`src/rtl/cache_cfg_pkg.sv`:
```
package cache_cfg_pkg;

  localparam int ADDR_WIDTH       = 32;
  localparam int DATA_WIDTH       = 32;
  localparam int LINE_BYTES       = 16;
  localparam int LINE_WIDTH       = LINE_BYTES * 8;
  localparam int N_LINES          = 4;   // direct mapped
  localparam int MEM_LINES        = 64;  // backing store wraps at 1 KiB
  localparam int MEM_READ_LATENCY = 3;   // grant to read-valid

endpackage : cache_cfg_pkg

```
`src/rtl/cpu_types_pkg.sv`:
```
package cpu_types_pkg;

  localparam int REG_IDX_WIDTH = 5;  // 32 architectural registers

  // width of a load or store
  typedef enum logic [1:0] {
    BYTE = 2'b00,
    HALF = 2'b01,
    WORD = 2'b10
  } access_size_t;

  // kind of access carried by an instruction in the memory stage
  typedef enum logic [1:0] {
    OP_NONE  = 2'b00,
    OP_LOAD  = 2'b01,
    OP_STORE = 2'b10
  } mem_op_t;

endpackage : cpu_types_pkg
```
`src/rtl/wb_stage.sv`:
```
`timescale 1ns/1ps

module wb_stage (
  input  logic                                    clk_i,
  input  logic                                    rst_i,
  input  logic                                    wb_valid_i,
  input  logic                                    wb_reg_wr_en_i,
  input  logic [cpu_types_pkg::REG_IDX_WIDTH-1:0] wb_wr_reg_i,
  input  logic [cache_cfg_pkg::DATA_WIDTH-1:0]    wb_data_i,
  input  logic [cpu_types_pkg::REG_IDX_WIDTH-1:0] rf_rd_addr_i,
  output logic [cache_cfg_pkg::DATA_WIDTH-1:0]    rf_rd_data_o
);
  import cache_cfg_pkg::*;
  import cpu_types_pkg::*;

  logic                     valid_q;
  logic                     wr_en_q;
  logic [REG_IDX_WIDTH-1:0] wr_reg_q;
  logic [DATA_WIDTH-1:0]    data_q;
  logic [DATA_WIDTH-1:0]    rf_q [2**REG_IDX_WIDTH];

  always_ff @(posedge clk_i) begin
    if (!rst_i) begin
      valid_q <= 1'b0;
    end else begin
      valid_q <= wb_valid_i;
    end
  end

  always_ff @(posedge clk_i) begin
    if (wb_valid_i) begin
      wr_en_q  <= wb_reg_wr_en_i;
      wr_reg_q <= wb_wr_reg_i;
      data_q   <= wb_data_i;
    end
  end

  always_ff @(posedge clk_i) begin
    if (!rst_i) begin
      for (int i = 0; i < 2**REG_IDX_WIDTH; i++) begin
        rf_q[i] <= '0;
      end
    end else if (valid_q && wr_en_q && (wr_reg_q != '0)) begin
      rf_q[wr_reg_q] <= data_q;  // x0 is never written
    end
  end

  assign rf_rd_data_o = (rf_rd_addr_i == '0) ? '0 : rf_q[rf_rd_addr_i];

endmodule : wb_stage

```
`config.mk`:
```
export PLATFORM = sky130hd
export DESIGN_NAME = wb_stage
export DESIGN_NICKNAME = d
export VERILOG_FILES = /design/src/rtl/cache_cfg_pkg.sv /design/src/rtl/cpu_types_pkg.sv /design/src/rtl/wb_stage.sv
export SDC_FILE = /design/constraint.sdc
export NUM_CORES = 1
export LEC_CHECK = 0
export ABC_AREA = 1
export BUFFER_PORTS_ARGS = -buffer_cell sky130_fd_sc_hd__buf_2
export CAP_MARGIN = 20
export CORE_UTILIZATION = 40
export CTS_BUF_LIST = sky130_fd_sc_hd__clkbuf_2 sky130_fd_sc_hd__clkbuf_4 sky130_fd_sc_hd__clkbuf_8
export CTS_CLUSTER_DIAMETER = 30
export DETAILED_ROUTE_END_ITERATION = 8
export MAX_ROUTING_LAYER = met4
export PLACE_DENSITY = 0.66
export REMOVE_ABC_BUFFERS = 1
export SLEW_MARGIN = 5
export SYNTH_ARGS = -nofsm -noshare
export SYNTH_HDL_FRONTEND = slang
export SYNTH_SLANG_ARGS = --single-unit
```
`constraint.sdc`:
```
create_clock -name clk_i -period 4 [get_ports clk_i]
set_clock_uncertainty 0.15 [all_clocks]
set_input_delay 0.8 -clock clk_i [delete_from_list [all_inputs] [get_ports clk_i]]
set_output_delay 0.8 -clock clk_i [all_outputs]
set_load 0.005 [all_outputs]
```
==> results of run 1 <==
cell families (layout without fill, tap and decap cells):
family          after synthesis  after routing  share of synthesized area
compound gates               86             86                   0.009051
buf+inv                     459            774                    0.04278
flops                      1063           1063                     0.6710
other cells                   1             39                 0.00007886
simple gates               3216           3216                     0.2771
registers in the layout (all words and copies together) (netlist names):
signal    flops
valid_q       1
rf_q       1024
wr_en_q       1
data_q       32
wr_reg_q      5
metal layers:
metal | vias up | GRT usage | routed length, um
li1 | 16410 | - | -
met1 | 17640 | 0.3307 | 58730
met2 | 2210 | 0.3721 | 67040
met3 | 274 | 0.06182 | 17890
met4 | 0 | 0.09545 | 4660
met5 | - | - | 0
per-stage QoR:
step           TNS, ns  total power (uW)  instance area, um2
2_1_floorplan  -112.03             13880               45800
3_3_place_gp         0             15000               50180
3_5_place_dp         0             15030               50180
4_1_cts              0             27000               55240
5_1_grt              0             27730               55270
6_report             0             26970               55280
area by class of cell:
type | instances | area [um2]
clock inverter | 128 | 1323
timing repair buffer | 333 | 2838
antenna | 7 | 17.52
clock buffer | 269 | 3352
fill | 10840 | 62650
inverter | 44 | 185.2
sequential | 1063 | 31910
tap | 1536 | 1922
multi-input combinational | 3334 | 13730
worst paths after layout:
path         depth (start not counted)            start          endpoint
max                                 13  rf_rd_addr_i[0]  rf_rd_data_o[11]
min                                  1       wb_valid_i        data_q[16]
max reg2reg                          9      wr_reg_q[2]       rf_q[30][5]
min reg2reg                          3       data_q[18]      rf_q[23][18]
layout by cell type, fill, tap and decap left out, types with 3 or more instances in the layout:
cell type      Yosys  routed
edfxtp_1        1062    1062
nand2_2            8       8
clkinv_1           2      36
dlygate4sd3_1      0      38
clkinvlp_4         0      16
a21oi_1            5       5
nand3_1          693     693
diode_2            0       7
buf_2            123      74
inv_2              1       8
clkinv_4           0       4
clkbuf_8           0     213
o21ai_1           10      10
buf_4              0     186
o21ai_0           71      71
clkbuf_4           0      56
clkinv_8           0       3
nor2_1          1137    1136
bufinv_16          0      22
inv_8              0       6
nor3_1             9       9
buf_12             0      33
inv_6              0       6
nor2_2            55      56
conb_1             1      32
clkinv_2           0      40
nor3_4             4       4
inv_1             41      28
nand2_1         1309    1309
critical path, delay by kind of cell:
| family | cells | cell delay [ns] |
|---|---|---|
| and+or+nand+nor | 8 | 1.13 |
| buffers and inverters | 5 | 0.99 |
timing repair:
item | in CTS | in global routing
setup endpoints to repair | 0 | 1
hold buffers | 38 | 0
hold endpoints to repair | 38 | 0
gates resized for setup | 0 | 1
buffers inserted | 0 | 0
report_power, final:
| group | switching, uW | internal [uW] | leakage [uW] |
|---|---|---|---|
| clock network | 5060 | 7020 | 0.00242 |
| logic | 1680 | 534 | 0.00878 |
| registers | 104 | 12600 | 0.0113 |
| total | 6850 | 20100 | 0.0225 |
==> impl_metrics.toml, run 1 <==
[timing]
maxSlewHeadroom = 0.3321
fmax_mhz = 254.3
hold_violations = 0
rsz0062_at_grt = "no"
drv_slew = 0
finalCriticalPeriod_ns = 3.933
finalCritPeriodShare = 0.9832
tightestPinTransition_ns = 1.002
holdWs_ns = 0.2435
setup_slack_ns = 0.06735
setup_viol = 0

[worst_setup_path]
crit_top_cell = "nand2_1"
path_class = "primary input to output port"
rrSetupSlack_ns = 0.93
setup.worst_path.end_class = "output port"
slowest_stage = "nor2_1"
crit_path_start_kind = "primary input"
path_cells = "buf_8 -> inv_8 -> buf_12 -> buf_12 -> nand2_1 -> nand3_1 -> nand3_1 -> nand2_1 -> nand2_1 -> nand2_1 -> nor2_1 -> nor2_1 -> buf_2"
worstPathArrival_ns = 2.98
crit_path_max_incr_delay_ns = 0.44
cp_max_fo = 42
required_ns = 3.05

[placed_design]
place_inst = 6271
gp_congestion = 0.9257
dp_hpwl_mm = 88.39
io_buffer_count = 77
dp_slack_ns = 0.1489

[route]
wire_per_inst_um = 22.09
via_per_inst = 5.441
drc = 0
route.vias.total = 36530
dr.pass1.iters = 6
drtAntennaViolNets = 0
wirelength_mm = 148.3
drt-initial-drc-count = 4953

[synth]
yosysMostFrequentCell = "nand2_1"
synthCells = 4825
ys_seq_area_frac = 0.6710
syn_area_um2 = 47550
synth.largest_area_cell = "edfxtp_1"
ys_warn_count = 0
yosys-top-cells-area = "edfxtp_1 67%, nand2_1 10%, nor2_1 9.0%, nand3_1 7.3%, clkbuf_1 1.8%"
synth_cell_types = 21
synth_seq_cells = 1063
synth_common_cells = "1309 x nand2_1, 1137 x nor2_1, 1062 x edfxtp_1"
netlist.area_leader.share = 0.6706
syn_area_per_cell_um2 = 9.856
ys.flop_type = "edfxtp_1"
async_reset_ff_frac = 0
synth_edf_count = 1062

[clocking]
cts.path.max_buffers = 3
cts_tree = "yes"
cts_inserted_buffers = 212
cts_root_buf = "clkbuf_8"
clock-sinks = 1063
clock_latency_ns = 0.93
cts_max_level = 4
path_clk_slew_ns = 0.05

[final_layout]
final_cells = 6714
drive_gt1_frac = 0.1433
finalNetCount = 5034
area_delta_synth_final_pct = 16.24
postLayoutCoreUtil = 0.4687

[floorplanning]
die_x_um = 346.8
dieArea_um2 = 120300
boundaryPins = 78
coreArea_um2 = 117900
die_y_um = 346.8
start_util = 0.4033
num_rows = 126

[global_route]
grt_usage = 0.2505
grt_pass1_wl_mm = 218.8
grt_max_degree = 100
grt_overflow = 0
antenna_found_initial = 4
grt_pass1_vias = 34600

[power_and_ir_drop]
ir_drop_v = 0.0003376
p_per_area_nw_per_um2 = 487.9
leakage_uw = 0.02254

[status]
status = "complete, no violations"

[worst_hold_path]
holdCritPathClass = "primary input to flop"

[job]
drv_cap = 0
No activity file was read; power rests on OpenSTA's default activity.
==> inputs of run 2 (changes only) <==
- CAP_MARGIN: 20 -> not set
- MAX_ROUTING_LAYER: met4 -> not set
==> run 2 against run 1 <==
Register-to-register slack got worse by 0.02 ns; flip-flop and latch count stayed put; wire length hardly changed; critical path depth did not move; worst setup slack worse by 0.060 ns; clock-buffer cell count unchanged; fmax decreased by 1.5%; critical path type unchanged; largest cell class unchanged.
==> impl_metrics.toml, run 2 (same netlist as run 1, synthesis figures left out) <==
[clocking]
path_clk_slew_ns = 0.05
cts_max_level = 4
cts.path.max_buffers = 3
cts_tree = "yes"
cts_setup_buffers = 0
cts_root_buf = "clkbuf_8"
clock_latency_ns = 0.93
clock-sinks = 1063
cts_inserted_buffers = 212

[final_layout]
multi_input_area_um2 = 13730
regArea_um2 = 31910
layout_commonest_cell = "nand2_1"
area_delta_synth_final_pct = 16.17
largest-register = "rf_q"
top_regs = "rf_q: 1024 flops, data_q: 32 flops, wr_reg_q: 5 flops"
filler_cell_count = 10850
fin_area_um2 = 55250
drive_gt1_frac = 0.1431
finalNetCount = 5033
largest_reg_flops = 1024
final_cell_mix = "1309 x nand2_1, 1136 x nor2_1, 1062 x edfxtp_1"

[power_and_ir_drop]
leakage_uw = 0.02253
p_per_area_nw_per_um2 = 488.0
ir_drop_v = 0.0003367

[global_route]
antenna_found_initial = 4
grtUsageMet3 = 0.06150
grt_pass1_vias = 34660
grt_usage = 0.2431
grt_max_degree = 100
busiest_layer = "met2"
met2_usage = 0.3712
grt_pass1_wl_mm = 218.9
grt_overflow = 0
grt_util_met1 = 0.3301

[timing]
maxSlewHeadroom = 0.2880
hold_violations = 0
finalCriticalPeriod_ns = 3.993
setup_viol = 0
setup_slack_ns = 0.007373
rsz0062_at_grt = "no"
drv_slew = 0
finalCritPeriodShare = 0.9982
tightestPinTransition_ns = 1.068
fmax_mhz = 250.5

[floorplanning]
dieArea_um2 = 120300
die_y_um = 346.8
num_rows = 126
coreArea_um2 = 117900
start_util = 0.4033
boundaryPins = 78
die_x_um = 346.8

[placed_design]
io_buffer_count = 77
gp_congestion = 0.9100
dp_slack_ns = 0.1489
post_dp_cell_area_um2 = 50180
dp_hpwl_mm = 88.39

[route]
via_per_inst = 5.440
drc = 0
route.vias.total = 36500
drtAntennaViolNets = 0
wirelength_mm = 148.2
drt-initial-drc-count = 4890
wire_per_inst_um = 22.09
dr.pass1.iters = 6

[worst_setup_path]
cp_max_fo = 42
path_class = "primary input to output port"
crit_path_start_kind = "primary input"
rrSetupSlack_ns = 0.91
required_ns = 3.05
setup.worst_path.end_class = "output port"
worstPathArrival_ns = 3.04

[worst_hold_path]
holdCritPathClass = "primary input to flop"

[status]
status = "complete, no violations"

[job]
drv_cap = 0
==> run 2: cell types whose count changed in the layout (fill, tap and decap cells not counted), sizes merged <==
cell / change
diode: -4
buf: -1
==> run 2: layout make-up <==
| class | instances | share of cell area |
|---|---|---|
| clock buffers | 269 | 0.06067 |
| clock inverters | 128 | 0.02394 |
| repair buffers | 332 | 0.05100 |
| inverters | 44 | 0.003352 |
| well taps | 1536 | 0.03479 |
| flip-flops and latches | 1063 | 0.5776 |
| multi-input cells | 3334 | 0.2485 |
| diodes | 3 | 0.0001359 |
==> run 2: repair_timing <==
action,in CTS,in global routing
gates resized for setup,0,1
hold buffers,38,0
hold endpoints to repair,38,0
endpoints found under the setup margin,0,1
==> run 2: worst max-delay path: stages <==
cell	delay (ns)
buf_8	0.14
inv_8	0.17
buf_12	0.27
buf_12	0.19
nand2_1	0.06
nand3_1	0.07
nand3_1	0.08
nand2_1	0.11
nand2_1	0.13
nand2_1	0.11
nor2_1	0.09
nor2_1	0.50
buf_2	0.22
==> run 2: final timing paths <==
check / cells past startpoint / from / to
setup / recovery: 13 / rf_rd_addr_i[0] / rf_rd_data_o[11]
hold reg to reg: 3 / data_q[18] / rf_q[23][18]
hold / removal: 4 / rst_i / valid_q
setup reg to reg: 9 / wr_reg_q[2] / rf_q[30][5]
==> run 2: metrics by stage <==
step	TNS (ns)	util	cells	hold slack [ns]	power [uW]
after floorplan	-112.03	-	4441	0.6986	13880
after global placement	0	0.4255	6271	0.7112	15000
after detailed placement	0	0.4255	6271	0.7248	15030
after CTS	0	0.4684	6706	0.3418	27000
after global routing	0	0.4685	6708	0.4240	27720
final	0	0.4685	6709	0.4185	26960
==> run 2: per-layer routing <==
layer | wire length [um] | vias up
met3 | 18010 | 318
met5 | 23 | -
met4 | 5091 | 4
met2 | 66670 | 2237
met1 | 58420 | 17540
li1 | - | 16400
==> run 2: power breakdown <==
group,switching (uW),leakage (uW),internal (uW)
Sequential,104,0.0113,12600
Clock,5050,0.00242,7020
Combinational,1680,0.00877,532
Total,6840,0.0225,20100
