[src/rtl/cache_cfg_pkg.sv]
package cache_cfg_pkg;

  localparam int ADDR_WIDTH       = 32;
  localparam int DATA_WIDTH       = 32;
  localparam int LINE_BYTES       = 16;
  localparam int LINE_WIDTH       = LINE_BYTES * 8;
  localparam int N_LINES          = 4;   // direct mapped
  localparam int MEM_LINES        = 64;  // backing store wraps at 1 KiB
  localparam int MEM_READ_LATENCY = 3;   // grant to read-valid

endpackage : cache_cfg_pkg

[src/rtl/cpu_types_pkg.sv]
package cpu_types_pkg;

  localparam int REG_IDX_WIDTH = 5;  // 32 architectural registers

  // width of a load or store
  typedef enum logic [1:0] {
    BYTE = 2'b00,
    HALF = 2'b01,
    WORD = 2'b10
  } access_size_t;

  // kind of access carried by an instruction in the memory stage
  typedef enum logic [1:0] {
    OP_NONE  = 2'b00,
    OP_LOAD  = 2'b01,
    OP_STORE = 2'b10
  } mem_op_t;

endpackage : cpu_types_pkg
[src/rtl/mem_stage.sv]
`timescale 1ns/1ps

module mem_stage (
  input  logic                                    clk_i,
  input  logic                                    rst_i,
  input  logic                                    valid_i,
  input  logic [cache_cfg_pkg::DATA_WIDTH-1:0]    alu_result_i,
  input  logic [cache_cfg_pkg::DATA_WIDTH-1:0]    rs2_data_i,
  input  logic [cpu_types_pkg::REG_IDX_WIDTH-1:0] wr_reg_i,
  input  logic                                    reg_wr_en_i,
  input  logic                                    is_load_i,
  input  logic                                    is_store_i,
  input  cpu_types_pkg::access_size_t             access_size_i,
  input  logic [cache_cfg_pkg::LINE_WIDTH-1:0]    mem_line_data_i,
  input  logic                                    mem_rvalid_i,
  input  logic                                    mem_gnt_i,
  output logic                                    stall_o,
  output logic                                    wb_valid_o,
  output logic                                    wb_reg_wr_en_o,
  output logic [cpu_types_pkg::REG_IDX_WIDTH-1:0] wb_wr_reg_o,
  output logic [cache_cfg_pkg::DATA_WIDTH-1:0]    wb_data_o,
  output logic                                    mem_req_o,
  output logic                                    mem_we_o,
  output logic [cache_cfg_pkg::ADDR_WIDTH-1:0]    mem_addr_o,
  output logic [cache_cfg_pkg::LINE_WIDTH-1:0]    mem_wdata_o
);
  import cache_cfg_pkg::*;
  import cpu_types_pkg::*;

  typedef enum logic [1:0] {
    IDLE,
    READY,
    WAITING
  } state_t;

  state_t  state_q, state_d;
  mem_op_t op;

  logic                    cache_req;
  logic                    cache_wr;
  logic                    cache_hit;
  logic                    cache_rvalid;
  logic [DATA_WIDTH-1:0]   cache_rdata;
  logic [DATA_WIDTH-1:0]   cache_wdata;
  logic [DATA_WIDTH/8-1:0] cache_wstrb;
  logic [DATA_WIDTH-1:0]   load_shifted;
  logic [DATA_WIDTH-1:0]   load_data;
  logic [1:0]              lane;

  assign op   = is_store_i ? OP_STORE : (is_load_i ? OP_LOAD : OP_NONE);
  assign lane = alu_result_i[1:0];

  data_cache #(
    .LINE_BYTES(LINE_BYTES),
    .N_LINES   (N_LINES)
  ) u_data_cache (
    .clk_i       (clk_i),
    .rst_i       (rst_i),
    .cpu_req_i   (cache_req),
    .cpu_wr_i    (cache_wr),
    .cpu_addr_i  (alu_result_i),
    .cpu_wdata_i (cache_wdata),
    .cpu_wstrb_i (cache_wstrb),
    .hit_o       (cache_hit),
    .cpu_rvalid_o(cache_rvalid),
    .cpu_rdata_o (cache_rdata),
    .mem_req_o   (mem_req_o),
    .mem_we_o    (mem_we_o),
    .mem_addr_o  (mem_addr_o),
    .mem_wdata_o (mem_wdata_o),
    .mem_gnt_i   (mem_gnt_i),
    .mem_rvalid_i(mem_rvalid_i),
    .mem_rdata_i (mem_line_data_i)
  );

  // narrow stores are replicated across the word, the strobe picks the lane
  assign load_shifted = cache_rdata >> {lane, 3'b000};

  always_comb begin
    case (access_size_i)
      BYTE: begin
        cache_wstrb = 4'b0001 << lane;
        cache_wdata = {4{rs2_data_i[7:0]}};
        load_data   = {24'b0, load_shifted[7:0]};
      end
      HALF: begin
        cache_wstrb = 4'b0011 << lane;
        cache_wdata = {2{rs2_data_i[15:0]}};
        load_data   = {16'b0, load_shifted[15:0]};
      end
      default: begin
        cache_wstrb = 4'b1111;
        cache_wdata = rs2_data_i;
        load_data   = load_shifted;
      end
    endcase
  end

  assign wb_wr_reg_o    = wr_reg_i;
  assign wb_data_o      = (op == OP_LOAD) ? load_data : alu_result_i;
  assign wb_reg_wr_en_o = wb_valid_o && reg_wr_en_i;

  always_comb begin
    state_d    = state_q;
    cache_req  = 1'b0;
    cache_wr   = 1'b0;
    wb_valid_o = 1'b0;
    stall_o    = 1'b0;
    case (state_q)
      IDLE: state_d = READY;
      READY: begin
        if (valid_i) begin
          case (op)
            OP_LOAD: begin
              cache_req = 1'b1;
              stall_o   = 1'b1;  // loads always wait for read data
              state_d   = WAITING;
            end
            OP_STORE: begin
              cache_req = 1'b1;
              cache_wr  = 1'b1;
              if (cache_hit) begin
                wb_valid_o = 1'b1;
              end else begin
                stall_o = 1'b1;
                state_d = WAITING;
              end
            end
            default: wb_valid_o = 1'b1;
          endcase
        end
      end
      WAITING: begin
        stall_o = 1'b1;
        // a store miss is done once the refilled line hits
        if ((op == OP_LOAD && cache_rvalid) || (op == OP_STORE && cache_hit)) begin
          wb_valid_o = 1'b1;
          stall_o    = 1'b0;
          state_d    = READY;
        end
      end
      default: state_d = IDLE;
    endcase
  end

  always_ff @(posedge clk_i) begin
    if (!rst_i) begin
      state_q <= IDLE;
    end else begin
      state_q <= state_d;
    end
  end

  a_hold_on_stall: assert property (@(posedge clk_i) disable iff (!rst_i)
    stall_o |=> $stable({valid_i, alu_result_i, rs2_data_i, wr_reg_i, reg_wr_en_i,
                         is_load_i, is_store_i, access_size_i}))
    else $error("instruction changed while stalled");

  // the cycle after reset is IDLE and must not write back
  a_no_wb_in_idle: assert property (@(posedge clk_i) !rst_i |=> !wb_valid_o)
    else $error("writeback in IDLE");

endmodule : mem_stage

[src/rtl/data_cache.sv]
`timescale 1ns/1ps

module data_cache #(
  parameter int LINE_BYTES = cache_cfg_pkg::LINE_BYTES,
  parameter int N_LINES    = cache_cfg_pkg::N_LINES
) (
  input  logic                                   clk_i,
  input  logic                                   rst_i,
  input  logic                                   cpu_req_i,
  input  logic                                   cpu_wr_i,
  input  logic [cache_cfg_pkg::ADDR_WIDTH-1:0]   cpu_addr_i,
  input  logic [cache_cfg_pkg::DATA_WIDTH-1:0]   cpu_wdata_i,
  input  logic [cache_cfg_pkg::DATA_WIDTH/8-1:0] cpu_wstrb_i,
  output logic                                   hit_o,
  output logic                                   cpu_rvalid_o,
  output logic [cache_cfg_pkg::DATA_WIDTH-1:0]   cpu_rdata_o,
  output logic                                   mem_req_o,
  output logic                                   mem_we_o,
  output logic [cache_cfg_pkg::ADDR_WIDTH-1:0]   mem_addr_o,
  output logic [LINE_BYTES*8-1:0]                mem_wdata_o,
  input  logic                                   mem_gnt_i,
  input  logic                                   mem_rvalid_i,
  input  logic [LINE_BYTES*8-1:0]                mem_rdata_i
);
  import cache_cfg_pkg::*;

  localparam int LINE_W = LINE_BYTES * 8;
  localparam int WORD_B = DATA_WIDTH / 8;
  localparam int OFF_W  = $clog2(LINE_BYTES);
  localparam int IDX_W  = $clog2(N_LINES);
  localparam int TAG_W  = ADDR_WIDTH - OFF_W - IDX_W;
  localparam int WSEL_W = OFF_W - $clog2(WORD_B);

  typedef enum logic [2:0] {
    LOOKUP,
    WRITEBACK,
    REFILL_REQ,
    REFILL_WAIT,
    RESPOND
  } state_t;

  state_t state_q, state_d;

  logic [LINE_W-1:0]  data_q [N_LINES];
  logic [TAG_W-1:0]   tag_q  [N_LINES];
  logic [N_LINES-1:0] valid_q;
  logic [N_LINES-1:0] dirty_q;

  logic [ADDR_WIDTH-1:0] req_addr_q;  // request held until the miss is served
  logic                  req_wr_q;
  logic [DATA_WIDTH-1:0] req_wdata_q;
  logic [WORD_B-1:0]     req_wstrb_q;

  logic [IDX_W-1:0]  cpu_idx, req_idx;
  logic [TAG_W-1:0]  cpu_tag, req_tag;
  logic [WSEL_W-1:0] cpu_word, req_word;
  logic              store_hit;
  logic              refill_done;

  function automatic logic [LINE_W-1:0] merge_word(
    input logic [LINE_W-1:0]     line,
    input logic [WSEL_W-1:0]     word,
    input logic [DATA_WIDTH-1:0] wdata,
    input logic [WORD_B-1:0]     wstrb
  );
    logic [LINE_W-1:0] res;
    res = line;
    for (int b = 0; b < WORD_B; b++) begin
      if (wstrb[b]) begin
        res[(int'(word) * WORD_B + b) * 8 +: 8] = wdata[b*8 +: 8];
      end
    end
    return res;
  endfunction

  assign cpu_idx  = cpu_addr_i[OFF_W +: IDX_W];
  assign cpu_tag  = cpu_addr_i[ADDR_WIDTH-1 -: TAG_W];
  assign cpu_word = cpu_addr_i[OFF_W-1 -: WSEL_W];
  assign req_idx  = req_addr_q[OFF_W +: IDX_W];
  assign req_tag  = req_addr_q[ADDR_WIDTH-1 -: TAG_W];
  assign req_word = req_addr_q[OFF_W-1 -: WSEL_W];

  assign hit_o        = valid_q[cpu_idx] && (tag_q[cpu_idx] == cpu_tag);
  assign store_hit    = (state_q == LOOKUP) && cpu_req_i && cpu_wr_i && hit_o;
  assign refill_done  = (state_q == REFILL_WAIT) && mem_rvalid_i;
  assign cpu_rvalid_o = (state_q == RESPOND) && !req_wr_q;  // stores complete through hit_o
  assign cpu_rdata_o  = data_q[req_idx][req_word*DATA_WIDTH +: DATA_WIDTH];
  assign mem_wdata_o  = data_q[req_idx];  // victim line during writeback

  always_comb begin
    state_d    = state_q;
    mem_req_o  = 1'b0;
    mem_we_o   = 1'b0;
    mem_addr_o = {req_tag, req_idx, {OFF_W{1'b0}}};
    case (state_q)
      LOOKUP: begin
        if (cpu_req_i && !hit_o) begin
          state_d = dirty_q[cpu_idx] ? WRITEBACK : REFILL_REQ;
        end else if (cpu_req_i && !cpu_wr_i) begin
          state_d = RESPOND;
        end
      end
      WRITEBACK: begin
        mem_req_o  = 1'b1;
        mem_we_o   = 1'b1;
        mem_addr_o = {tag_q[req_idx], req_idx, {OFF_W{1'b0}}};  // victim address
        if (mem_gnt_i) begin
          state_d = REFILL_REQ;
        end
      end
      REFILL_REQ: begin
        mem_req_o = 1'b1;
        if (mem_gnt_i) begin
          state_d = REFILL_WAIT;
        end
      end
      REFILL_WAIT: begin
        if (mem_rvalid_i) begin
          state_d = RESPOND;
        end
      end
      RESPOND: state_d = LOOKUP;
      default: state_d = LOOKUP;
    endcase
  end

  always_ff @(posedge clk_i) begin
    if (!rst_i) begin
      state_q <= LOOKUP;
      valid_q <= '0;
      dirty_q <= '0;
    end else begin
      state_q <= state_d;
      if (store_hit) begin
        dirty_q[cpu_idx] <= 1'b1;
      end
      if (state_q == WRITEBACK && mem_gnt_i) begin
        dirty_q[req_idx] <= 1'b0;
      end
      if (refill_done) begin
        valid_q[req_idx] <= 1'b1;
        dirty_q[req_idx] <= req_wr_q;  // a store miss leaves the line dirty
      end
    end
  end

  always_ff @(posedge clk_i) begin
    if ((state_q == LOOKUP) && cpu_req_i) begin
      req_addr_q  <= cpu_addr_i;
      req_wr_q    <= cpu_wr_i;
      req_wdata_q <= cpu_wdata_i;
      req_wstrb_q <= cpu_wstrb_i;
    end
    if (store_hit) begin
      data_q[cpu_idx] <= merge_word(data_q[cpu_idx], cpu_word, cpu_wdata_i, cpu_wstrb_i);
    end
    if (refill_done) begin
      tag_q[req_idx]  <= req_tag;
      data_q[req_idx] <= merge_word(mem_rdata_i, req_word, req_wdata_q,
                                    req_wr_q ? req_wstrb_q : '0);
    end
  end

  a_req_held: assert property (@(posedge clk_i) disable iff (!rst_i)
    mem_req_o && !mem_gnt_i |=> mem_req_o && $stable(mem_we_o) && $stable(mem_addr_o))
    else $error("memory request dropped before grant");

  // the line only comes back while a refill waits for it, never during a writeback
  a_rvalid_in_refill: assert property (@(posedge clk_i) disable iff (!rst_i)
    mem_rvalid_i |-> (state_q == REFILL_WAIT) && !mem_we_o)
    else $error("read data arrived outside a refill");

endmodule : data_cache

[config.mk]
export PLATFORM = sky130hd
export DESIGN_NAME = mem_stage
export DESIGN_NICKNAME = d
export VERILOG_FILES = /design/src/rtl/cache_cfg_pkg.sv /design/src/rtl/cpu_types_pkg.sv /design/src/rtl/mem_stage.sv /design/src/rtl/data_cache.sv
export SDC_FILE = /design/constraint.sdc
export NUM_CORES = 1
export LEC_CHECK = 0
export BUFFER_PORTS_ARGS = -buffer_cell sky130_fd_sc_hd__buf_2
export CAP_MARGIN = 30
export CORE_MARGIN = 3
export CORE_UTILIZATION = 60
export DETAILED_ROUTE_END_ITERATION = 12
export PLACE_DENSITY_LB_ADDON = 0.05
export RECOVER_POWER = 100
export SLEW_MARGIN = 20
export SYNTH_ARGS = -nofsm -noshare
export SYNTH_HDL_FRONTEND = slang
export SYNTH_HIERARCHICAL = 1
export SYNTH_SLANG_ARGS = --single-unit
[constraint.sdc]
create_clock -name clk_i -period 27.3 [get_ports clk_i]
set_clock_uncertainty 0.1 [all_clocks]
set_input_delay 2.73 -clock clk_i [delete_from_list [all_inputs] [get_ports clk_i]]
set_output_delay 2.73 -clock clk_i [all_outputs]
set_load 0.05 [all_outputs]
==> results.py <==
metrics = {
    "sta": {
        "max_freq_ghz": 0.0577,
        "post-route-period-util_pct": 63.4,
        "slew-limit-headroom_pct": -516,
        "worst_slew_pin_slew_ps": 9240,
        "rsz0062_at_grt": "false",
        "tns_ps": 0,
        "hold_violations": 0,
        "drv_slew": 1179,
        "setup_viol": 0,
        "period_minus_slack_ps": 17320,
    },
    "grt": {
        "grt.overflow.total": 0,
        "grt_pass1_wl_mm": 166,
        "grt_max_degree": 213,
        "antenna_found_initial": 7,
        "gr-usage-all-layers_pct": 36.6,
        "grt_pass1_vias": 24088,
    },
    "hold_path": {
        "hold_class": "flip-flop to flip-flop",
    },
    "drt": {
        "drtIter0Drc": 3470,
        "drt-met1-wl_mm": 40.4,
        "vias_per_cell": 7.36,
        "drtAntennaViolNets": 0,
        "firstDrtPassIters": 6,
        "top_layer": "met5",
        "drc": 0,
        "drt_wl_total_mm": 116,
        "wl_per_cell_um": 34.2,
        "route.met2.wl_mm": 54.9,
        "num_vias": 24894,
        "route.met3.wl_mm": 14.6,
    },
    "clock_tree": {
        "holdBufCountCts": 0,
        "cts_made_buffers": 75,
        "cts.sinks": 698,
        "clk_latency_ps": 630,
        "cts_resized": 0,
        "cts_setup_buffers": 0,
        "cts-root-buf": "clkbuf_16",
        "cts_tree": "built",
        "cts.clk_slew.worst_paths_ps": 60,
        "htree_num_levels": 3,
        "clockBufferDepth": 3,
    },
    "placement": {
        "place_area_um2": 38400,
        "dpl.hpwl_mm": 75.3,
        "place_inst": 3238,
        "gp_congestion": 0.898,
        "io_buffers": 394,
    },
    "power": {
        "power_w": 0.00276,
        "power_per_cell_area_nw_per_um2": 68.4,
        "vdd_drop_max_v": 0.0000588,
        "leakage_nw": 13.0,
    },
    "synthesis": {
        "synth_edf_count": 683,
        "yosys.area.top_type": "edfxtp_1",
        "synth_area_um2": 35700,
        "ys_seq_area_share_pct": 58.4,
        "synth_area_leaders": "edfxtp_1 58%, mux4_2 20%, a22oi_1 2.7%, a211oi_1 2.1%, a21oi_1 2.0%",
        "synth.top_cells.by_count": "683 x edfxtp_1, 320 x mux4_2, 145 x nand2_1, 140 x a21oi_1, 129 x nor2_1",
        "synth.avg_cell_area_um2": 16.3,
        "synth_flop_cell": "edfxtp_1",
        "synth-seq-cells": 698,
        "ys_warn_count": 6,
        "synth_top_area_share_pct": 57.5,
        "async_flop_share_pct": 0,
        "synth_cell_type_count": 71,
        "synthMostInstantiatedCell": "edfxtp_1",
        "syn_inst": 2194,
    },
    "die": {
        "die_x_um": 250,
        "initial_core_util_pct": 61.2,
        "die_h_um": 250,
        "rows": 88,
        "ios": 409,
        "design.core.area_um2": 58200,
        "dieArea_um2": 62400,
    },
    "worst_setup_path": {
        "startpoint_type": "input port",
        "cp_max_fo": 128,
        "arrival_ps": 17160,
        "cp-end-kind": "flip-flop",
        "critical_path_class": "input port to flip-flop",
        "worst-endpoint-required_ps": 27140,
    },
    "run": {
        "cap_violations": 24,
    },
    "cells_and_area": {
        "final_layout_size_suffix_gt1_share_pct": 26.4,
        "nets": 2779,
        "final_area_um2": 40400,
        "fillers": 3997,
        "fin_cells": 3381,
        "synthToLayoutAreaGrowth_pct": 13.2,
    },
    "status": {
        "status": "finished, violations left",
        "violations": "max-capacitance violations, max-slew violations",
    },
}
-- critical path, cell delays in order --
cell       delay (ps)
clkbuf_1         4870
inv_1            1170
a32oi_1           560
o2111ai_1         170
a211oi_1          270
nand4_1           480
o22ai_4           260
clkbuf_1         6390
-- path summary, 6_finish.rpt --
kind / startpoint / endpoint / slack (ps) / cells after the start
worst max register to register: u_data_cache/tag_q[0][8] / u_data_cache/data_q[3][125] / 17390 / 7
worst min register to register: u_data_cache/valid_q[3] / u_data_cache/valid_q[3] / 400 / 1
worst max-delay path: alu_result_i[4] / u_data_cache/data_q[3][125] / 9980 / 8
worst min-delay path: u_data_cache/valid_q[3] / u_data_cache/valid_q[3] / 400 / 1
-- per-stage QoR --
step | hold WS, ps | setup WS [ps] | utilization, %
2_1_floorplan | 335 | 9250 | -
3_3_place_gp | 396 | 18050 | 65.7
3_5_place_dp | 392 | 18010 | 66.0
4_1_cts | 405 | 18010 | 69.9
5_1_grt | 425 | 8870 | 69.3
6_report | 403 | 9980 | 69.3
-- cell type report --
cell class,instances,area [µm²],area share (%)
sequential,698,20800,51.6
inverter,12,45.0,0.112
antenna,4,10.0,0.0248
tap,765,957,2.37
clock buffer,91,1980,4.90
clock inverter,39,325,0.806
timing repair buffer,451,2130,5.29
multi-input combinational,1321,14100,34.9
-- flip-flops by register name, summed over array words and instances (netlist names), named ones only --
register	count
u_data_cache/req_wdata_q	32
u_data_cache/req_addr_q	30
u_data_cache/req_wstrb_q	4
u_data_cache/tag_q	104
state_q	2
u_data_cache/data_q	512
u_data_cache/req_wr_q	1
u_data_cache/dirty_q	4
u_data_cache/valid_q	4
u_data_cache/state_q	3
-- per-layer routing --
metal | vias up | global-route usage [%]
met1 | 12606 | 50.0
met4 | 4 | 15.1
met2 | 1943 | 56.8
met5 | - | 0
li1 | 10004 | -
met3 | 337 | 9.45
-- power breakdown --
part | leakage (nW) | switching (W) | internal (W)
combinational | 5.59 | 0.000388 | 0.000173
clock | 1.13 | 0.000419 | 0.000562
sequential | 6.29 | 0.0000194 | 0.00120
-- cell families after synthesis --
group                      count (synthesis)  synth area share, %
AOI/OAI and AO/OA                        488                 9.39
and+or+nand+nor                          356                 4.46
DFF                                      698                 58.4
adders and majority gates                 13                0.456
other                                      1               0.0105
xor gates and xnor gates                  24                0.590
muxes                                    436                 24.4
buffers and inverters                    178                 2.38
-- cells in the final DEF, fill, tap and decap left out, types with 7 or more instances in the layout --
cell type	n
a211oi_1	98
a21oi_1	140
a221oi_1	32
a22o_1	17
a22oi_1	127
buf_2	178
buf_4	22
clkbuf_1	258
clkbuf_16	77
clkinv_1	12
clkinv_2	17
dfxtp_1	14
edfxtp_1	683
ha_1	13
inv_1	11
mux2_1	27
mux2_2	26
mux2i_1	47
mux4_1	15
mux4_2	320
nand2_1	145
nand3_1	20
nand4_1	10
nor2_1	123
nor3_1	7
o21ai_0	22
o22ai_1	8
o2bb2ai_1	8
xnor2_1	21
Power figures use the tool's default switching activity.
